<file path="src/design/fm_alg_pkg.sv">
// fm algorithm package: channel and operator counts, slot order, carrier rule per algorithm
package fm_alg_pkg;

    // six channels of four operators each
    localparam int NUM_CH = 6;
    localparam int NUM_OP = 4;

    // index widths
    localparam int CH_W  = 3;
    localparam int OP_W2 = 2;
    localparam int ALG_W = 3;

    // only channel 6 (index 5) can be switched to pcm
    localparam int PCM_CH = 5;

    // operator numbering used on slot_op
    localparam logic [OP_W2-1:0] OP_S1 = 2'd0;
    localparam logic [OP_W2-1:0] OP_S2 = 2'd1;
    localparam logic [OP_W2-1:0] OP_S3 = 2'd2;
    localparam logic [OP_W2-1:0] OP_S4 = 2'd3;

    // pipeline order inside a channel, entry 0 comes first
    // S1, S3, S2, S4
    localparam logic [NUM_OP-1:0][OP_W2-1:0] OP_ORDER = {OP_S4, OP_S2, OP_S3, OP_S1};

    // carrier mask per algorithm, bit n set when operator n is summed
    // algs 0..3 only S4, alg 4 S2+S4, algs 5/6 all but S1, alg 7 all
    localparam logic [2**ALG_W-1:0][NUM_OP-1:0] CARRIER = {
        4'b1111,
        4'b1110,
        4'b1110,
        4'b1010,
        4'b1000,
        4'b1000,
        4'b1000,
        4'b1000
    };

endpackage

</file>
<file path="src/design/fm_snd_pkg.sv">
// fm sound package: sample widths from operator result up to the frame mix
package fm_snd_pkg;

    // signed operator result from the operator engine
    localparam int OP_W = 9;

    // pcm sample, offset binary
    localparam int PCM_W = 9;

    // signed per-channel sum
    // four 9-bit carriers at most, so 12 bits never overflow
    localparam int SUM_W = 12;

    // signed frame mix of six channel sums
    localparam int MIX_W = 16;

    // stereo sides, same order as the pan bits
    localparam int NUM_SIDE = 2;
    localparam int SIDE_L   = 1;
    localparam int SIDE_R   = 0;

endpackage

</file>
<file path="src/design/fm_acc.sv">
// channel accumulator: carrier select, pcm substitution, both side sums and the channel strobe
`timescale 1ns/1ns

module fm_acc (
    input  logic                                  clk,
    input  logic                                  rst_n,
    input  logic                                  clk_en,
    input  logic [fm_alg_pkg::CH_W-1:0]           slot_ch,
    input  logic [fm_alg_pkg::OP_W2-1:0]          slot_op,
    input  logic                                  first_op,
    input  logic [fm_alg_pkg::ALG_W-1:0]          cur_alg,
    input  logic [1:0]                            cur_rl,
    input  logic signed [fm_snd_pkg::OP_W-1:0]    op_result,
    input  logic                                  pcm_en,
    input  logic [fm_snd_pkg::PCM_W-1:0]          pcm,
    output logic                                  ch_valid,
    output logic [fm_alg_pkg::CH_W-1:0]           ch_idx,
    output logic signed [fm_snd_pkg::SUM_W-1:0]   left,
    output logic signed [fm_snd_pkg::SUM_W-1:0]   right
);

    // carriers of the current algorithm
    logic [fm_alg_pkg::NUM_OP-1:0]        alg_mask;
    logic                                 use_pcm;
    logic                                 sum_en;
    logic signed [fm_snd_pkg::OP_W-1:0]   acc_in;
    // latched sum per side
    logic signed [fm_snd_pkg::SUM_W-1:0]  side_snd [fm_snd_pkg::NUM_SIDE];
    // channel whose sum is in progress
    logic [fm_alg_pkg::CH_W-1:0]          sum_ch;
    // set once a channel has been started
    logic                                 primed;

    assign alg_mask = fm_alg_pkg::CARRIER[cur_alg];

    // pcm only ever replaces channel 6
    assign use_pcm = pcm_en && (int'(slot_ch) == fm_alg_pkg::PCM_CH);

    // in pcm mode the sample rides on the S4 slot, other ops ignored
    assign sum_en = use_pcm ? (slot_op == fm_alg_pkg::OP_S4) : alg_mask[slot_op];

    // offset binary to two's complement, flip the msb
    assign acc_in = use_pcm ?
        {~pcm[fm_snd_pkg::PCM_W-1], pcm[fm_snd_pkg::PCM_W-2:0]} : op_result;

    // one accumulator per side, gated by its pan bit
    genvar s;
    generate
        for (s = 0; s < fm_snd_pkg::NUM_SIDE; s++) begin : g_side
            fm_side_acc i_side_acc (
                .clk      ( clk              ),
                .rst_n    ( rst_n            ),
                .clk_en   ( clk_en           ),
                .first_op ( first_op         ),
                .in_val   ( acc_in           ),
                .sum_en   ( sum_en & cur_rl[s] ),
                .snd      ( side_snd[s]      )
            );
        end
    endgenerate

    // pan bit 1 is left, bit 0 right
    assign left  = side_snd[fm_snd_pkg::SIDE_L];
    assign right = side_snd[fm_snd_pkg::SIDE_R];

    // channel-done strobe, lines up with the side latch
    always_ff @(posedge clk or negedge rst_n) begin
        if (!rst_n) begin
            ch_valid <= 1'b0;
            ch_idx   <= '0;
            sum_ch   <= '0;
            primed   <= 1'b0;
        end else begin
            // one clk wide, even if clk_en drops
            ch_valid <= 1'b0;
            if (clk_en && first_op) begin
                sum_ch <= slot_ch;
                primed <= 1'b1;
                // nothing finished before the first channel start
                if (primed) begin
                    ch_valid <= 1'b1;
                    ch_idx   <= sum_ch;
                end
            end
        end
    end

endmodule

</file>
<file path="src/design/fm_acc_top.sv">
// fm output stage top: slot sequencer, channel accumulator and frame mixer
`timescale 1ns/1ns

module fm_acc_top (
    input  logic                                  clk,
    input  logic                                  rst_n,
    input  logic                                  clk_en,
    input  logic                                  cfg_we,
    input  logic [fm_alg_pkg::CH_W-1:0]           cfg_ch,
    input  logic [fm_alg_pkg::ALG_W-1:0]          cfg_alg,
    input  logic [1:0]                            cfg_rl,
    input  logic signed [fm_snd_pkg::OP_W-1:0]    op_result,
    input  logic                                  pcm_en,
    input  logic [fm_snd_pkg::PCM_W-1:0]          pcm,
    output logic [fm_alg_pkg::CH_W-1:0]           slot_ch,
    output logic [fm_alg_pkg::OP_W2-1:0]          slot_op,
    output logic                                  ch_valid,
    output logic [fm_alg_pkg::CH_W-1:0]           ch_idx,
    output logic signed [fm_snd_pkg::SUM_W-1:0]   left,
    output logic signed [fm_snd_pkg::SUM_W-1:0]   right,
    output logic signed [fm_snd_pkg::MIX_W-1:0]   mix_left,
    output logic signed [fm_snd_pkg::MIX_W-1:0]   mix_right,
    output logic                                  frame_done
);

    // sequencer to accumulator
    logic                          first_op;
    logic [fm_alg_pkg::ALG_W-1:0]  cur_alg;
    logic [1:0]                    cur_rl;

    fm_slot_seq i_slot_seq (
        .clk      ( clk      ),
        .rst_n    ( rst_n    ),
        .clk_en   ( clk_en   ),
        .cfg_we   ( cfg_we   ),
        .cfg_ch   ( cfg_ch   ),
        .cfg_alg  ( cfg_alg  ),
        .cfg_rl   ( cfg_rl   ),
        .slot_ch  ( slot_ch  ),
        .slot_op  ( slot_op  ),
        .first_op ( first_op ),
        .cur_alg  ( cur_alg  ),
        .cur_rl   ( cur_rl   )
    );

    // op_result belongs to the slot presented by the sequencer
    fm_acc i_acc (
        .clk       ( clk       ),
        .rst_n     ( rst_n     ),
        .clk_en    ( clk_en    ),
        .slot_ch   ( slot_ch   ),
        .slot_op   ( slot_op   ),
        .first_op  ( first_op  ),
        .cur_alg   ( cur_alg   ),
        .cur_rl    ( cur_rl    ),
        .op_result ( op_result ),
        .pcm_en    ( pcm_en    ),
        .pcm       ( pcm       ),
        .ch_valid  ( ch_valid  ),
        .ch_idx    ( ch_idx    ),
        .left      ( left      ),
        .right     ( right     )
    );

    // drains the channel strobes
    fm_mix i_mix (
        .clk        ( clk        ),
        .rst_n      ( rst_n      ),
        .ch_valid   ( ch_valid   ),
        .ch_idx     ( ch_idx     ),
        .left       ( left       ),
        .right      ( right      ),
        .mix_left   ( mix_left   ),
        .mix_right  ( mix_right  ),
        .frame_done ( frame_done )
    );

endmodule

</file>
<file path="src/design/fm_mix.sv">
// frame mixer: adds the six channel sums per side into one stereo frame sample
`timescale 1ns/1ns

module fm_mix (
    input  logic                                  clk,
    input  logic                                  rst_n,
    input  logic                                  ch_valid,
    input  logic [fm_alg_pkg::CH_W-1:0]           ch_idx,
    input  logic signed [fm_snd_pkg::SUM_W-1:0]   left,
    input  logic signed [fm_snd_pkg::SUM_W-1:0]   right,
    output logic signed [fm_snd_pkg::MIX_W-1:0]   mix_left,
    output logic signed [fm_snd_pkg::MIX_W-1:0]   mix_right,
    output logic                                  frame_done
);

    // channel sums widened to the mix width
    logic signed [fm_snd_pkg::MIX_W-1:0] left_ext;
    logic signed [fm_snd_pkg::MIX_W-1:0] right_ext;
    // frame in progress
    logic signed [fm_snd_pkg::MIX_W-1:0] sum_l_q;
    logic signed [fm_snd_pkg::MIX_W-1:0] sum_r_q;
    logic signed [fm_snd_pkg::MIX_W-1:0] nxt_l;
    logic signed [fm_snd_pkg::MIX_W-1:0] nxt_r;
    logic                                frame_start;
    logic                                frame_end;

    assign frame_start = (ch_idx == '0);
    assign frame_end   = (int'(ch_idx) == fm_alg_pkg::NUM_CH - 1);

    assign left_ext = {
        {(fm_snd_pkg::MIX_W - fm_snd_pkg::SUM_W){left[fm_snd_pkg::SUM_W-1]}},
        left
    };
    assign right_ext = {
        {(fm_snd_pkg::MIX_W - fm_snd_pkg::SUM_W){right[fm_snd_pkg::SUM_W-1]}},
        right
    };

    // channel 0 restarts the frame
    assign nxt_l = (frame_start ? '0 : sum_l_q) + left_ext;
    assign nxt_r = (frame_start ? '0 : sum_r_q) + right_ext;

    always_ff @(posedge clk or negedge rst_n) begin
        if (!rst_n) begin
            sum_l_q    <= '0;
            sum_r_q    <= '0;
            mix_left   <= '0;
            mix_right  <= '0;
            frame_done <= 1'b0;
        end else begin
            frame_done <= 1'b0;
            if (ch_valid) begin
                sum_l_q <= nxt_l;
                sum_r_q <= nxt_r;
                // last channel closes the frame
                if (frame_end) begin
                    mix_left   <= nxt_l;
                    mix_right  <= nxt_r;
                    frame_done <= 1'b1;
                end
            end
        end
    end

endmodule

</file>
<file path="src/design/fm_side_acc.sv">
// side accumulator: sums one stereo side of a channel and latches it at the channel boundary
`timescale 1ns/1ns

module fm_side_acc (
    input  logic                                  clk,
    input  logic                                  rst_n,
    input  logic                                  clk_en,
    input  logic                                  first_op,
    input  logic signed [fm_snd_pkg::OP_W-1:0]    in_val,
    input  logic                                  sum_en,
    output logic signed [fm_snd_pkg::SUM_W-1:0]   snd
);

    // running sum of the channel in progress
    logic signed [fm_snd_pkg::SUM_W-1:0] acc_q;
    // input widened to the sum width
    logic signed [fm_snd_pkg::SUM_W-1:0] in_ext;

    // sign extension, no extra headroom needed
    assign in_ext = {
        {(fm_snd_pkg::SUM_W - fm_snd_pkg::OP_W){in_val[fm_snd_pkg::OP_W-1]}},
        in_val
    };

    always_ff @(posedge clk or negedge rst_n) begin
        if (!rst_n) begin
            acc_q <= '0;
            snd   <= '0;
        end else if (clk_en) begin
            if (first_op) begin
                // previous channel is done
                snd   <= acc_q;
                // S1 of the new channel may already count
                acc_q <= sum_en ? in_ext : '0;
            end else if (sum_en) begin
                acc_q <= acc_q + in_ext;
            end
        end
    end

endmodule

</file>
<file path="src/design/fm_slot_seq.sv">
// slot sequencer: walks channels and operators in pipeline order, holds per-channel config
`timescale 1ns/1ns

module fm_slot_seq (
    input  logic                             clk,
    input  logic                             rst_n,
    input  logic                             clk_en,
    input  logic                             cfg_we,
    input  logic [fm_alg_pkg::CH_W-1:0]      cfg_ch,
    input  logic [fm_alg_pkg::ALG_W-1:0]     cfg_alg,
    input  logic [1:0]                       cfg_rl,
    output logic [fm_alg_pkg::CH_W-1:0]      slot_ch,
    output logic [fm_alg_pkg::OP_W2-1:0]     slot_op,
    output logic                             first_op,
    output logic [fm_alg_pkg::ALG_W-1:0]     cur_alg,
    output logic [1:0]                       cur_rl
);

    // channel and position within channel, 24 states together
    logic [fm_alg_pkg::CH_W-1:0]  ch_q;
    logic [fm_alg_pkg::OP_W2-1:0] pos_q;
    logic [fm_alg_pkg::CH_W-1:0]  ch_nxt;
    logic                         last_op;

    // host-written settings per channel
    logic [fm_alg_pkg::ALG_W-1:0] alg_q [fm_alg_pkg::NUM_CH];
    logic [1:0]                   rl_q  [fm_alg_pkg::NUM_CH];

    // S4 is the last slot of a channel
    assign last_op = (int'(pos_q) == fm_alg_pkg::NUM_OP - 1);
    // wrap after channel 6
    assign ch_nxt  = (int'(ch_q) == fm_alg_pkg::NUM_CH - 1) ? '0 : ch_q + 1'b1;

    // presented slot
    assign slot_ch  = ch_q;
    assign slot_op  = fm_alg_pkg::OP_ORDER[pos_q];
    assign first_op = (pos_q == '0);

    // config writes, out of range channels dropped
    always_ff @(posedge clk or negedge rst_n) begin
        if (!rst_n) begin
            for (int i = 0; i < fm_alg_pkg::NUM_CH; i++) begin
                alg_q[i] <= '0;
                rl_q[i]  <= 2'b11;
            end
        end else if (cfg_we && (int'(cfg_ch) < fm_alg_pkg::NUM_CH)) begin
            alg_q[cfg_ch] <= cfg_alg;
            rl_q[cfg_ch]  <= cfg_rl;
        end
    end

    // slot walk, one step per clk_en
    always_ff @(posedge clk or negedge rst_n) begin
        if (!rst_n) begin
            ch_q    <= '0;
            pos_q   <= '0;
            // matches the reset value of channel 0
            cur_alg <= '0;
            cur_rl  <= 2'b11;
        end else if (clk_en) begin
            // four operators per channel, wraps by itself
            pos_q <= pos_q + 1'b1;
            if (last_op) begin
                ch_q    <= ch_nxt;
                // settings frozen for the whole channel
                // a write landing on this same edge waits for the next round
                cur_alg <= alg_q[ch_nxt];
                cur_rl  <= rl_q[ch_nxt];
            end
        end
    end

endmodule

</file>
<file path="config.mk">
export PLATFORM = sky130hd
export DESIGN_NAME = fm_acc_top
export DESIGN_NICKNAME = d
export VERILOG_FILES = /design/src/design/fm_alg_pkg.sv /design/src/design/fm_snd_pkg.sv /design/src/design/fm_acc.sv /design/src/design/fm_acc_top.sv /design/src/design/fm_mix.sv /design/src/design/fm_side_acc.sv /design/src/design/fm_slot_seq.sv
export SDC_FILE = /design/constraint.sdc
export NUM_CORES = 1
export LEC_CHECK = 0
export BUFFER_PORTS_ARGS = -buffer_cell sky130_fd_sc_hd__buf_2
export CAP_MARGIN = 20
export CORE_ASPECT_RATIO = 1.5
export CORE_MARGIN = 10
export CORE_UTILIZATION = 50
export CTS_CLUSTER_DIAMETER = 40
export DETAILED_ROUTE_END_ITERATION = 7
export GPL_TIMING_DRIVEN = 1
export HOLD_SLACK_MARGIN = 0.05
export PLACE_DENSITY = 0.69
export RECOVER_POWER = 25
export SYNTH_ARGS = -nofsm -noshare
export SYNTH_HDL_FRONTEND = slang
export SYNTH_SLANG_ARGS = --single-unit
</file>
<file path="constraint.sdc">
create_clock -name clk -period 3.55 [get_ports clk]
set_input_delay 0.1775 -clock clk [delete_from_list [all_inputs] [get_ports clk]]
set_output_delay 0.1775 -clock clk [all_outputs]
set_load 0.02 [all_outputs]
</file>
==> metrics.csv, run 1 <==
metric;value;unit
status;finished, violations left;
violations;max-capacitance violations, max-slew violations;
ios;97;
worstPathCellList;nand4b_1 -> mux2i_2 -> inv_1 -> ha_1 -> fa_1 -> a21o_1 -> a21oi_1 -> o211ai_1 -> a21o_1 -> a21o_1 -> xor2_1 -> a221o_1;
die_area;24500;µm²
finalPower;12.1;mW
seqCellArea;4050;µm²
diodes;0;
path_max_fanout;4;
ys_warn_count;0;
post_drt_wl_per_cell;17.6;µm
groute.usage.overall;18.5;%
root_buffer;clkbuf_16;
multi_input_area;4970;µm²
ant_nets;0;
nNetsFinal;1073;
routed_via_density;5.58;
synth_top_family_by_area;multiplexers;
synth-simple-area-share;11.6;%
synth_xor_area_share;4.26;%
worst_pin_slew;1.98;ns
die_x;131;µm
n_fill_cell;1557;
async_flop_share;100;%
synth_fa_ha_area_share;8.55;%
htree_levels;4;
ys_seq_elements;161;
drt_iter0_drc;300;
numCtsBuffers;17;
p_leak;5.03;nW
finalMaxSlewViolations;77;
wl;21900;µm
place_hpwl;16900;µm
irDropWorstVdd;0.000454;V
drive_above_1_share;27.0;%
syn_area_per_cell;10.6;µm²
cts_sinks;161;
cp-end-kind;register;
cp_slowest_stage_delay;0.41;ns
final_common_cell;dfrtp_1;
antenna_found_initial;0;
syn_inst;869;
vias;6930;
synthMuxAreaShare;14.8;%
maxCapViolCount;1;
grt_overflow;0;
period_needed;3.36;ns
synth_area;9250;µm²
num_rows;60;
synthFlopType;dfrtp_1;
synth_edf_count;0;
cts_tree;yes;
grt_pass1_vias;7184;
hp-class;primary input to register;
setup-tns-final;0;ns
core_area;18100;µm²
cpMostUsedCell;a21o_1;
worstSetupStartpointType;register;
fin_ws;0.195;ns
place_congestion;0.862;
powerDensity;1120;nW/µm²
port_buffers;96;
insertion_delay;0.43;ns
relSlewSlack;-32.0;%
clockBufferDepth;2;
start_util;51.1;%
finalCritPeriodShare;94.5;%
finClkSkew;0.00822;ns
syn-num-nets;960;
hold_viol;0;
first_pass_iters;4;
yosysUniqueCellTypes;70;
syn2layout_area_growth;16.2;%
drc_errors;0;
clkTransAtPathRegs;0.07;ns
grt_max_degree;86;
synth-compound-area-share;14.4;%
cpMaxStageDelayCell;fa_1;
final_cell_mix;dfrtp_1, mux2_2, nand2_1, buf_2, ha_1;
dp_slack;0.162;ns
grt_setup_unrepaired;no;
critPathArrivalTime;3.67;ns
grt_pass1_wl;36300;µm
yosysSeqAreaShare;43.7;%
finalSetupViolations;0;
max_clock_freq;0.298;GHz
path_class;register to register;
die_height;187;µm
required;3.86;ns
path summary, 6_finish.rpt:
kind,slack (ns),start,end,depth (start not counted)
max reg2reg,0.19,i_slot_seq.slot_ch[1]$_DFFE_PN0P_,i_acc.g_side[1].i_side_acc.acc_q[8]$_DFFE_PN0P_,12
min in group asynchronous,0.82,rst_n,i_acc.g_side[1].i_side_acc.acc_q[10]$_DFFE_PN0P_,2
max in group asynchronous,1.49,rst_n,i_mix.sum_r_q[1]$_DFFE_PN0P_,3
min reg2reg,0.47,i_mix.mix_left[11]$_DFFE_PN0P_,i_mix.mix_left[11]$_DFFE_PN0P_,2
max,0.19,i_slot_seq.slot_ch[1]$_DFFE_PN0P_,i_acc.g_side[1].i_side_acc.acc_q[8]$_DFFE_PN0P_,12
min,0.06,cfg_rl[0],i_slot_seq.rl_q[10]$_DFFE_PN1P_,2
Yosys cell counts (5+ instances only):
cell,instances,area share [%]
dfrtp_1,147,40
mux2_2,94,11
nand2_1,90,3.7
ha_1,56,7.6
a21oi_1,55,3.0
nor2_1,40,1.6
o21ai_0,35,1.9
and2_1,34,2.3
inv_1,32,1.3
xnor2_1,30,2.8
a21o_1,19,1.5
mux2i_1,17,1.8
clkbuf_1,16,0.65
o21a_1,15,1.2
xor2_1,15,1.4
dfstp_2,14,4.0
o21ai_1,11,0.59
nand3_1,10,0.54
nor3_1,10,0.54
buf_2,8,0.43
a221o_1,7,0.76
o221ai_1,7,0.66
nand2b_1,6,0.41
nor2b_1,6,0.41
a31oi_1,5,0.34
mux4_2,5,1.2
o21bai_1,5,0.41
or3_1,5,0.34
power by group:
group          total, mW  switching, mW  internal [mW]
clock               1.90          0.750           1.15
combinational       6.95           3.88           3.07
sequential          3.23          0.591           2.64
total               12.1           5.22           6.85
through the flow:
| stage | instances | util (%) | instance area [µm²] | hold WS, ns |
|---|---|---|---|---|
| after CTS | 1242 | 59.5 | 10800 | 0.0586 |
| final | 1242 | 59.4 | 10800 | 0.0646 |
| after floorplan | 869 | - | 9250 | -0.118 |
| after detailed placement | 1207 | 55.9 | 10100 | 0.254 |
| after global placement | 1207 | 55.9 | 10100 | 0.264 |
| after global routing | 1242 | 59.4 | 10800 | 0.0732 |
worst max-delay path: cells and delay by family (launching register included):
family / cells / cell delay (ns)
compound gates: 6 / 1.38
fa+ha+maj: 2 / 0.63
mux: 1 / 0.32
simple gates: 1 / 0.32
flops: 1 / 0.37
buf+inv: 1 / 0.09
xor+xnor: 1 / 0.13
layout make-up:
class | instances | area share, %
Multi-Input combinational cell | 646 | 46.2
Sequential cell | 161 | 37.6
Clock inverter | 11 | 1.42
Inverter | 33 | 1.15
Tap cell | 248 | 2.89
Clock buffer | 20 | 4.25
Timing Repair Buffer | 123 | 6.47
per-layer routing:
metal  vias up  share of wire, %  GRT usage, %
met4         0               2.4          6.14
met3        27               3.9          3.77
met2       131                53          33.6
met1      3407                41          20.5
met5         -                 0             0
li1       3365                 -             -
what timing repair did:
item                                    CTS  global route
hold buffers                              4             0
hold endpoints to repair                 70             0
endpoints found under the setup margin    0             2
buffers inserted                          0             0
resized for setup                         0             2
logic make-up (layout without fill, tap and decap cells):
group,Yosys count,in the layout
xor gates and xnor gates,45,45
buffers and inverters,62,187
muxes,118,118
DFF,161,161
adders and majority gates,61,61
AOI/OAI and AO/OA,200,200
and+or+nand+nor,222,222
state kept, by name, indices dropped and copies added, names as in the netlist, 3 cells and up:
| name | flops |
|---|---|
| i_slot_seq.cur_alg | 3 |
| i_slot_seq.slot_ch | 3 |
| i_acc.g_side.i_side_acc.acc_q | 24 |
| i_mix.sum_l_q | 16 |
| i_acc.ch_idx | 3 |
| i_slot_seq.alg_q | 18 |
| i_acc.sum_ch | 3 |
| i_acc.g_side.i_side_acc.snd | 24 |
| i_mix.sum_r_q | 16 |
| i_mix.mix_right | 16 |
| i_mix.mix_left | 16 |
| i_slot_seq.rl_q | 12 |
(Power assumes the default switching activity.)
==> run 2: changes to the inputs <==
--- a/config.mk
+++ b/config.mk
@@ -7,15 +7,18 @@
 export LEC_CHECK = 0
 export BUFFER_PORTS_ARGS = -buffer_cell sky130_fd_sc_hd__buf_2
 export CAP_MARGIN = 20
+export CELL_PAD_IN_SITES_DETAIL_PLACEMENT = 0
+export CELL_PAD_IN_SITES_GLOBAL_PLACEMENT = 2
 export CORE_ASPECT_RATIO = 1.5
 export CORE_MARGIN = 10
-export CORE_UTILIZATION = 50
-export CTS_CLUSTER_DIAMETER = 40
+export CORE_UTILIZATION = 39
+export CTS_CLUSTER_DIAMETER = 60
 export DETAILED_ROUTE_END_ITERATION = 7
 export GPL_TIMING_DRIVEN = 1
 export HOLD_SLACK_MARGIN = 0.05
-export PLACE_DENSITY = 0.69
+export PLACE_DENSITY_LB_ADDON = 0.1
 export RECOVER_POWER = 25
 export SYNTH_ARGS = -nofsm -noshare
 export SYNTH_HDL_FRONTEND = slang
+export SYNTH_HIERARCHICAL = 1
 export SYNTH_SLANG_ARGS = --single-unit
==> run 2 against run 1 <==
Against the previous run: the flow still finishes with violations (max-capacitance violations, max-slew violations); combinational power fell by 15%; via count up 2.7%; routed wire length increased by 14%; non-clock buffer count shrank 4; hold slack improved by 0.024 ns; clock skew decreased by 0.0022 ns; largest cell class unchanged; highest routed layer unchanged.
==> metrics.csv, run 2 <==
metric;value;unit;change
status;finished, violations left;;
violations;max-capacitance violations, max-slew violations;;
max_clock_freq;0.308;GHz;+3.2%
finalSetupViolations;0;;unchanged
cpMostUsedCell;a31oi_1;;
clkTransAtPathRegs;0.06;ns;about the same
syn-num-nets;957;;-0.31%
hold_start;cfg_alg[0];;
p_switching;4.67;mW;-11%
top_regs;i_acc/g_side.i_side_acc/acc_q (24), i_acc/g_side.i_side_acc/snd (24), i_slot_seq/alg_q (18);;
grt_setup_unrepaired;no;;
groute.usage.overall;16.5;%;-2.0 points
powerDensity;999;nW/µm²;-11%
final_cell_mix;dfrtp_1, buf_2, nand2_1, mux2_2, ha_1;;
synth_edf_count;0;;unchanged
async_flop_share;100;%;unchanged
wl;24900;µm;+14%
insertion_delay;0.43;ns;about the same
synth_top_cells_by_count;dfrtp_1, nand2_1, mux2_2, ha_1, a21oi_1;;
worst_pin_slew;1.80;ns;-0.180 ns
synth.top_cell.area_share;39.6;%;-0.15 points
cpMaxStageDelayCell;or3_4;;
p_clk_share;16.0;%;+0.3 points
drc_errors;0;;unchanged
num_rows;69;;+15%
finalCritPeriodShare;91.6;%;-3.0 points
place_congestion;0.892;;+3.6%
routed_via_density;5.43;;-2.7%
period_needed;3.25;ns;-0.105 ns
cts_setup_buffers;0;;unchanged
ant_nets;0;;unchanged
cp-end-kind;register;;
setup-tns-final;0;ns;unchanged
multi_input_area;5000;µm²;+0.73%
port_buffers;96;;unchanged
cp_slowest_stage_delay;0.45;ns;+0.04 ns
yosysSeqAreaShare;43.6;%;-0.16 points
grt_pass1_vias;7749;;+7.9%
grt_overflow;0;;unchanged
irDropWorstVdd;0.000398;V;-12%
worstSetupStartpointType;register;;
hold_viol;0;;unchanged
use_met2;29.4;%;-4.2 points
switching_share;43.5;%;+0.21 points
critPathArrivalTime;3.57;ns;-0.10 ns
synth_area;9290;µm²;+0.38%
drt_iter0_drc;325;;+8.3%
die_height;209;µm;+12%
dpl.cell_count;1277;;+5.8%
clockBufferDepth;2;;unchanged
ys_seq_elements;161;;unchanged
antenna_found_initial;0;;unchanged
htree_levels;4;;unchanged
cp.buffers_inverters;0;;-1
ys_warn_count;6;;+6
post_drt_wl_per_cell;19.0;µm;+7.6%
cts_tree;yes;;
combPwrFrac;55.1;%;-2.4 points
root_buffer;clkbuf_16;;
start_util;39.4;%;-12 points
seqPwrFrac;28.9;%;+2.1 points
core_area;23600;µm²;+30%
crit_path_start;i_acc/ch_idx[0]$_DFFE_PN0P_;;
whs;0.0885;ns;+0.0239 ns
grtUsageMet3;3.65;%;-0.11 points
vias;7118;;+2.7%
n_fill_cell;2301;;+48%
path_max_fanout;10;;+6
grt-busiest-layer;met2;;
finClkSkew;0.00604;ns;-0.00218 ns
grt_max_degree;69;;-20%
hp-class;primary input to register;;
numCtsBuffers;17;;unchanged
ios;97;;unchanged
syn_area_per_cell;10.7;µm²;+0.49%
post-synth-top-count-cell;dfrtp_1;;
grt_pass1_wl;40500;µm;+12%
final_common_cell;dfrtp_1;;
diodes;0;;unchanged
die_x;146;µm;+11%
worstPathCellList;or3_4 -> and2_1 -> ha_1 -> fa_1 -> a21o_1 -> a21oi_1 -> o21ai_0 -> o211ai_1 -> a31oi_1 -> a31oi_1 -> xnor2_1 -> mux2_2;;
synthTopCellsByArea;dfrtp_1, mux2_2, ha_1, dfstp_2, nand2_1;;
synth_largest_area_cell;dfrtp_1;;
finalMaxSlewViolations;67;;-13%
yosysUniqueCellTypes;77;;+10%
syn2layout_area_growth;15.7;%;
path_class;register to register;;
synthFlopType;dfrtp_1;;
p_leak;5.08;nW;+0.98%
use_met1;18.0;%;-2.6 points
seqCellArea;4050;µm²;unchanged
drive_above_1_share;27.5;%;+0.56 points
place_hpwl;19000;µm;+12%
first_pass_iters;4;;unchanged
relSlewSlack;-20.0;%;+12 points
reg2reg_from;i_acc/ch_idx[0]$_DFFE_PN0P_;;
nNetsFinal;1068;;-0.47%
intPower;6.07;mW;-11%
instances_no_fill;1311;;+5.6%
path_delay_family;compound AO/OA/AOI/OAI gates;;
required;3.87;ns;about the same
maxCapViolCount;1;;unchanged
cts_sinks;161;;unchanged
die_area;30500;µm²;+25%
syn_inst;868;;-0.12%
[run 2: worst paths after layout]
kind / end / slack [ns] / depth (start not counted)
worst max-delay path: i_mix/sum_r_q[14]$_DFFE_PN0P_ / 0.30 / 12
worst min register to register: i_mix/mix_right[13]$_DFFE_PN0P_ / 0.47 / 2
max in group asynchronous: i_acc/g_side[0].i_side_acc/snd[6]$_DFFE_PN0P_ / 1.52 / 3
worst max register to register: i_mix/sum_r_q[14]$_DFFE_PN0P_ / 0.30 / 12
min in group asynchronous: i_mix/sum_l_q[11]$_DFFE_PN0P_ / 0.77 / 2
worst min-delay path: i_slot_seq/alg_q[15]$_DFFE_PN0P_ / 0.09 / 2
[run 2: what timing repair did]
action,CTS,global route
gates resized for setup,0,1
endpoints found under the hold margin,69,0
hold buffers,2,0
endpoints found under the setup margin,0,4
[run 2: area by class of cell]
type | instances | share of cell area, %
Clock inverter | 9 | 0.535
Timing Repair Buffer | 119 | 6.17
Clock buffer | 23 | 4.54
Inverter | 25 | 0.873
Multi-Input combinational cell | 655 | 46.5
Sequential cell | 161 | 37.6
Tap cell | 319 | 3.71
[run 2: power groups by stage]
stage	Combinational [mW]	Clock (mW)	Sequential [mW]
2_1_floorplan	4.09	0	3.27
3_5_place_dp	5.94	0	3.14
4_1_cts	5.98	1.78	3.11
3_3_place_gp	5.83	0	3.11
5_1_grt	6.58	1.85	3.20
6_report	5.92	1.72	3.10
[run 2: routing by layer]
metal	wire length, µm	part of all wire, %	up-vias
li1	-	-	3381
met1	10200	41	3516
met2	12800	52	163
met3	905	3.6	58
met4	909	3.7	0
met5	0	0	-
[run 2: metrics by stage]
stage / instance area (µm²) / worst slack, ns / util (%) / total power [mW]
2_1_floorplan: 9290 / 0.194 / - / 7.37
3_3_place_gp: 10200 / 0.250 / 43.4 / 8.94
3_5_place_dp: 10200 / 0.189 / 43.4 / 9.09
4_1_cts: 10800 / 0.182 / 45.8 / 10.9
5_1_grt: 10800 / 0.0885 / 45.6 / 11.6
6_report: 10800 / 0.300 / 45.6 / 10.7
[run 2: cells by family (layout without fill, tap and decap cells)]
group | after synthesis | after routing | share of synthesized area (%)
AND/OR/NAND/NOR | 226 | 226 | 12.5
buffers and inverters | 52 | 176 | 2.29
AO/OA/AOI/OAI | 218 | 218 | 16.0
multiplexers | 109 | 109 | 13.3
adder cells (fa/ha/maj) | 59 | 59 | 8.26
XOR/XNOR | 43 | 43 | 4.05
flip-flops | 161 | 161 | 43.6
==> run 3: changes to the inputs <==
--- a/config.mk
+++ b/config.mk
@@ -9,7 +9,7 @@
 export CAP_MARGIN = 20
 export CELL_PAD_IN_SITES_DETAIL_PLACEMENT = 0
 export CELL_PAD_IN_SITES_GLOBAL_PLACEMENT = 2
-export CORE_ASPECT_RATIO = 1.5
+export CORE_ASPECT_RATIO = 1.75
 export CORE_MARGIN = 10
 export CORE_UTILIZATION = 39
 export CTS_CLUSTER_DIAMETER = 60
@@ -18,6 +18,8 @@
 export HOLD_SLACK_MARGIN = 0.05
 export PLACE_DENSITY_LB_ADDON = 0.1
 export RECOVER_POWER = 25
+export SETUP_SLACK_MARGIN = 0.4
+export SLEW_MARGIN = 0
 export SYNTH_ARGS = -nofsm -noshare
 export SYNTH_HDL_FRONTEND = slang
 export SYNTH_HIERARCHICAL = 1
==> run 3 against run 2 <==
Against the previous run: the flow still finishes with violations (max-capacitance violations, max-slew violations); clock power is 7% higher; sequential cell count stayed put; via count is 0.69% lower; routed wire length is 0.70% lower; sequential power hardly changed; sequential share of layout area is 0.87 points lower; clock skew is 0.0030 ns higher; combinational power is 5.6% higher; core utilization is 1.4 points higher; cell area is 2.4% higher.
==> metrics.csv, run 3 (same netlist as run 2, synthesis figures left out) <==
metric;value;unit;change
first_pass_iters;5;;+1
top_regs;i_acc/g_side.i_side_acc/acc_q (24), i_acc/g_side.i_side_acc/snd (24), i_slot_seq/alg_q (18);;
place_hpwl;18900;µm;-0.62%
n_fill_cell;2192;;-4.7%
post_drt_wl_per_cell;18.9;µm;-0.54%
cts_sinks;161;;unchanged
hold_start;cfg_rl[1];;
grt_overflow;0;;unchanged
cp_slowest_stage_delay;0.45;ns;about the same
root_buffer;clkbuf_16;;
finalSetupViolations;0;;unchanged
drc_errors;0;;unchanged
final_cell_mix;dfrtp_1, buf_2, nand2_1, mux2_2, ha_1;;
hold_depth;2;;unchanged
rr_endpoint;i_mix/sum_l_q[12]$_DFFE_PN0P_;;
die_area;30600;µm²;+0.38%
setup-tns-final;0;ns;unchanged
maxCapViolCount;1;;unchanged
hold-path-endpoint;i_slot_seq/rl_q[11]$_DFFE_PN1P_;;
groute.usage.overall;16.5;%;+0.067 points
period_needed;3.05;ns;-0.198 ns
core_area;23400;µm²;-0.61%
cp.depth;12;;unchanged
diodes;0;;unchanged
hold_viol;0;;unchanged
start_util;39.7;%;+0.24 points
p_leak;5.16;nW;+1.6%
clockBufferDepth;2;;unchanged
required;3.88;ns;about the same
hp-class;primary input to register;;
ios;97;;unchanged
htree_levels;4;;unchanged
cpMaxStageDelayCell;or3_4;;
ant_nets;0;;unchanged
grt_max_degree;93;;+35%
r2r_cells;12;;unchanged
max_clock_freq;0.328;GHz;+6.5%
die_height;224;µm;+7.2%
num_rows;74;;+7.2%
critPathArrivalTime;3.38;ns;-0.19 ns
grt_pass1_vias;7470;;-3.6%
vias;7069;;-0.69%
violations;max-capacitance violations, max-slew violations;;
nNetsFinal;1081;;+1.2%
wl;24700;µm;-0.70%
finalCritPeriodShare;86.0;%;-5.6 points
numCtsBuffers;17;;unchanged
relSlewSlack;-61.4;%;-41 points
worst_pin_slew;2.42;ns;+0.621 ns
finClkSkew;0.00901;ns;+0.00297 ns
grt_setup_unrepaired;yes;;
place_congestion;0.855;;-4.1%
finalPower;11.2;mW;+4.0%
finalMaxSlewViolations;93;;+39%
worstPathCellList;or3_4 -> and2_4 -> ha_2 -> fa_2 -> a21o_1 -> a21oi_4 -> o21a_1 -> nor2_2 -> a211o_1 -> a21oi_2 -> xnor2_1 -> mux2_2;;
worstSetupStartpointType;register;;
insertion_delay;0.44;ns;about the same
final_common_cell;dfrtp_1;;
path_max_fanout;7;;-3
cp.buffers_inverters;0;;unchanged
irDropWorstVdd;0.000355;V;-11%
clkTransAtPathRegs;0.07;ns;about the same
drt_iter0_drc;300;;-7.7%
reg2reg_from;i_acc/ch_idx[0]$_DFFE_PN0P_;;
cp-end-kind;register;;
grt_pass1_wl;40000;µm;-1.4%
powerDensity;1010;nW/µm²;+1.6%
fin_util;47.0;%;+1.4 points
path_class;register to register;;
routed_via_density;5.40;;-0.54%
antenna_found_initial;0;;unchanged
cts_tree;yes;;
path_delay_family;compound AO/OA/AOI/OAI gates;;
port_buffers;96;;unchanged
die_x;137;µm;-6.4%
drive_above_1_share;30.6;%;+3.1 points
syn2layout_area_growth;18.5;%;
rrSetupSlack;0.50;ns;+0.20 ns
status;finished, violations left;;
-- run 3: changes by cell type in the layout (fill, tap and decap cells not counted), moves of 5 or more --
cell,change
a21oi_1,-6
ha_1,-5
a21oi_2,+5
clkinv_4,+5
buf_4,+10
-- run 3: layout make-up --
type / count / area [µm²] / share of cell area (%)
clock buffers: 17 / 425 / 3.86
clock inverters: 15 / 161 / 1.47
inverters: 25 / 93.8 / 0.852
multi-input cells: 655 / 5140 / 46.7
flip-flops and latches: 161 / 4050 / 36.8
well taps: 304 / 380 / 3.46
repair buffers: 132 / 762 / 6.92
-- run 3: worst register-to-register path: cells and delay by family (launching register included) --
family                   cells  cell delay (ns)
XOR/XNOR                     1             0.10
AO/OA/AOI/OAI                5             0.93
multiplexers                 1             0.26
adder cells (fa/ha/maj)      2             0.54
AND/OR/NAND/NOR              3             0.69
flip-flops                   1             0.43
-- run 3: worst max-delay path by stage --
stage	from	end	slack [ns]
finish	i_acc/ch_idx[0]$_DFFE_PN0P_	i_mix/sum_l_q[12]$_DFFE_PN0P_	0.50
global route	i_acc/ch_idx[0]$_DFFE_PN0P_	i_mix/sum_l_q[12]$_DFFE_PN0P_	0.34
CTS	i_acc/ch_idx[0]$_DFFE_PN0P_	i_mix/sum_l_q[12]$_DFFE_PN0P_	0.42
detailed placement	i_acc/ch_idx[0]$_DFFE_PN0P_	i_mix/sum_r_q[14]$_DFFE_PN0P_	0.24
global placement	i_acc/ch_idx[0]$_DFFE_PN0P_	i_mix/mix_left[12]$_DFFE_PN0P_	0.32
floorplan	i_acc/ch_idx[0]$_DFFE_PN0P_	i_mix/mix_left[12]$_DFFE_PN0P_	0.38
-- run 3: through the flow --
step           hold slack, ns  cell area [µm²]  std cells  setup slack, ns
4_1_cts                0.0698            10900       1302            0.422
6_report               0.0813            11000       1309            0.497
3_3_place_gp            0.301            10200       1263            0.324
3_5_place_dp            0.319            10200       1263            0.237
2_1_floorplan          -0.118             9310        868            0.379
5_1_grt                0.0890            11000       1309            0.342
-- run 3: what timing repair did --
item                                    in CTS  in global routing
pin swaps                                    4                 18
resized for setup                            2                 27
setup buffers                                2                  7
endpoints found under the setup margin      17                 18
endpoints found under the hold margin       95                  0
hold buffers                                 5                  0
gates cloned                                 0                  0
-- run 3: routing by layer --
layer  track usage [%]  vias to the layer above  wire [µm]
met1              17.9                     3476       9870
li1                  -                     3416          -
met4              7.45                        0        676
met5                 0                        -          0
met2              29.8                      139      13200
met3              3.50                       38        971
-- run 3: power breakdown --
group	internal [mW]	total (mW)	switching [mW]
logic	2.75	6.25	3.50
registers	2.56	3.08	0.526
clock network	1.04	1.84	0.802
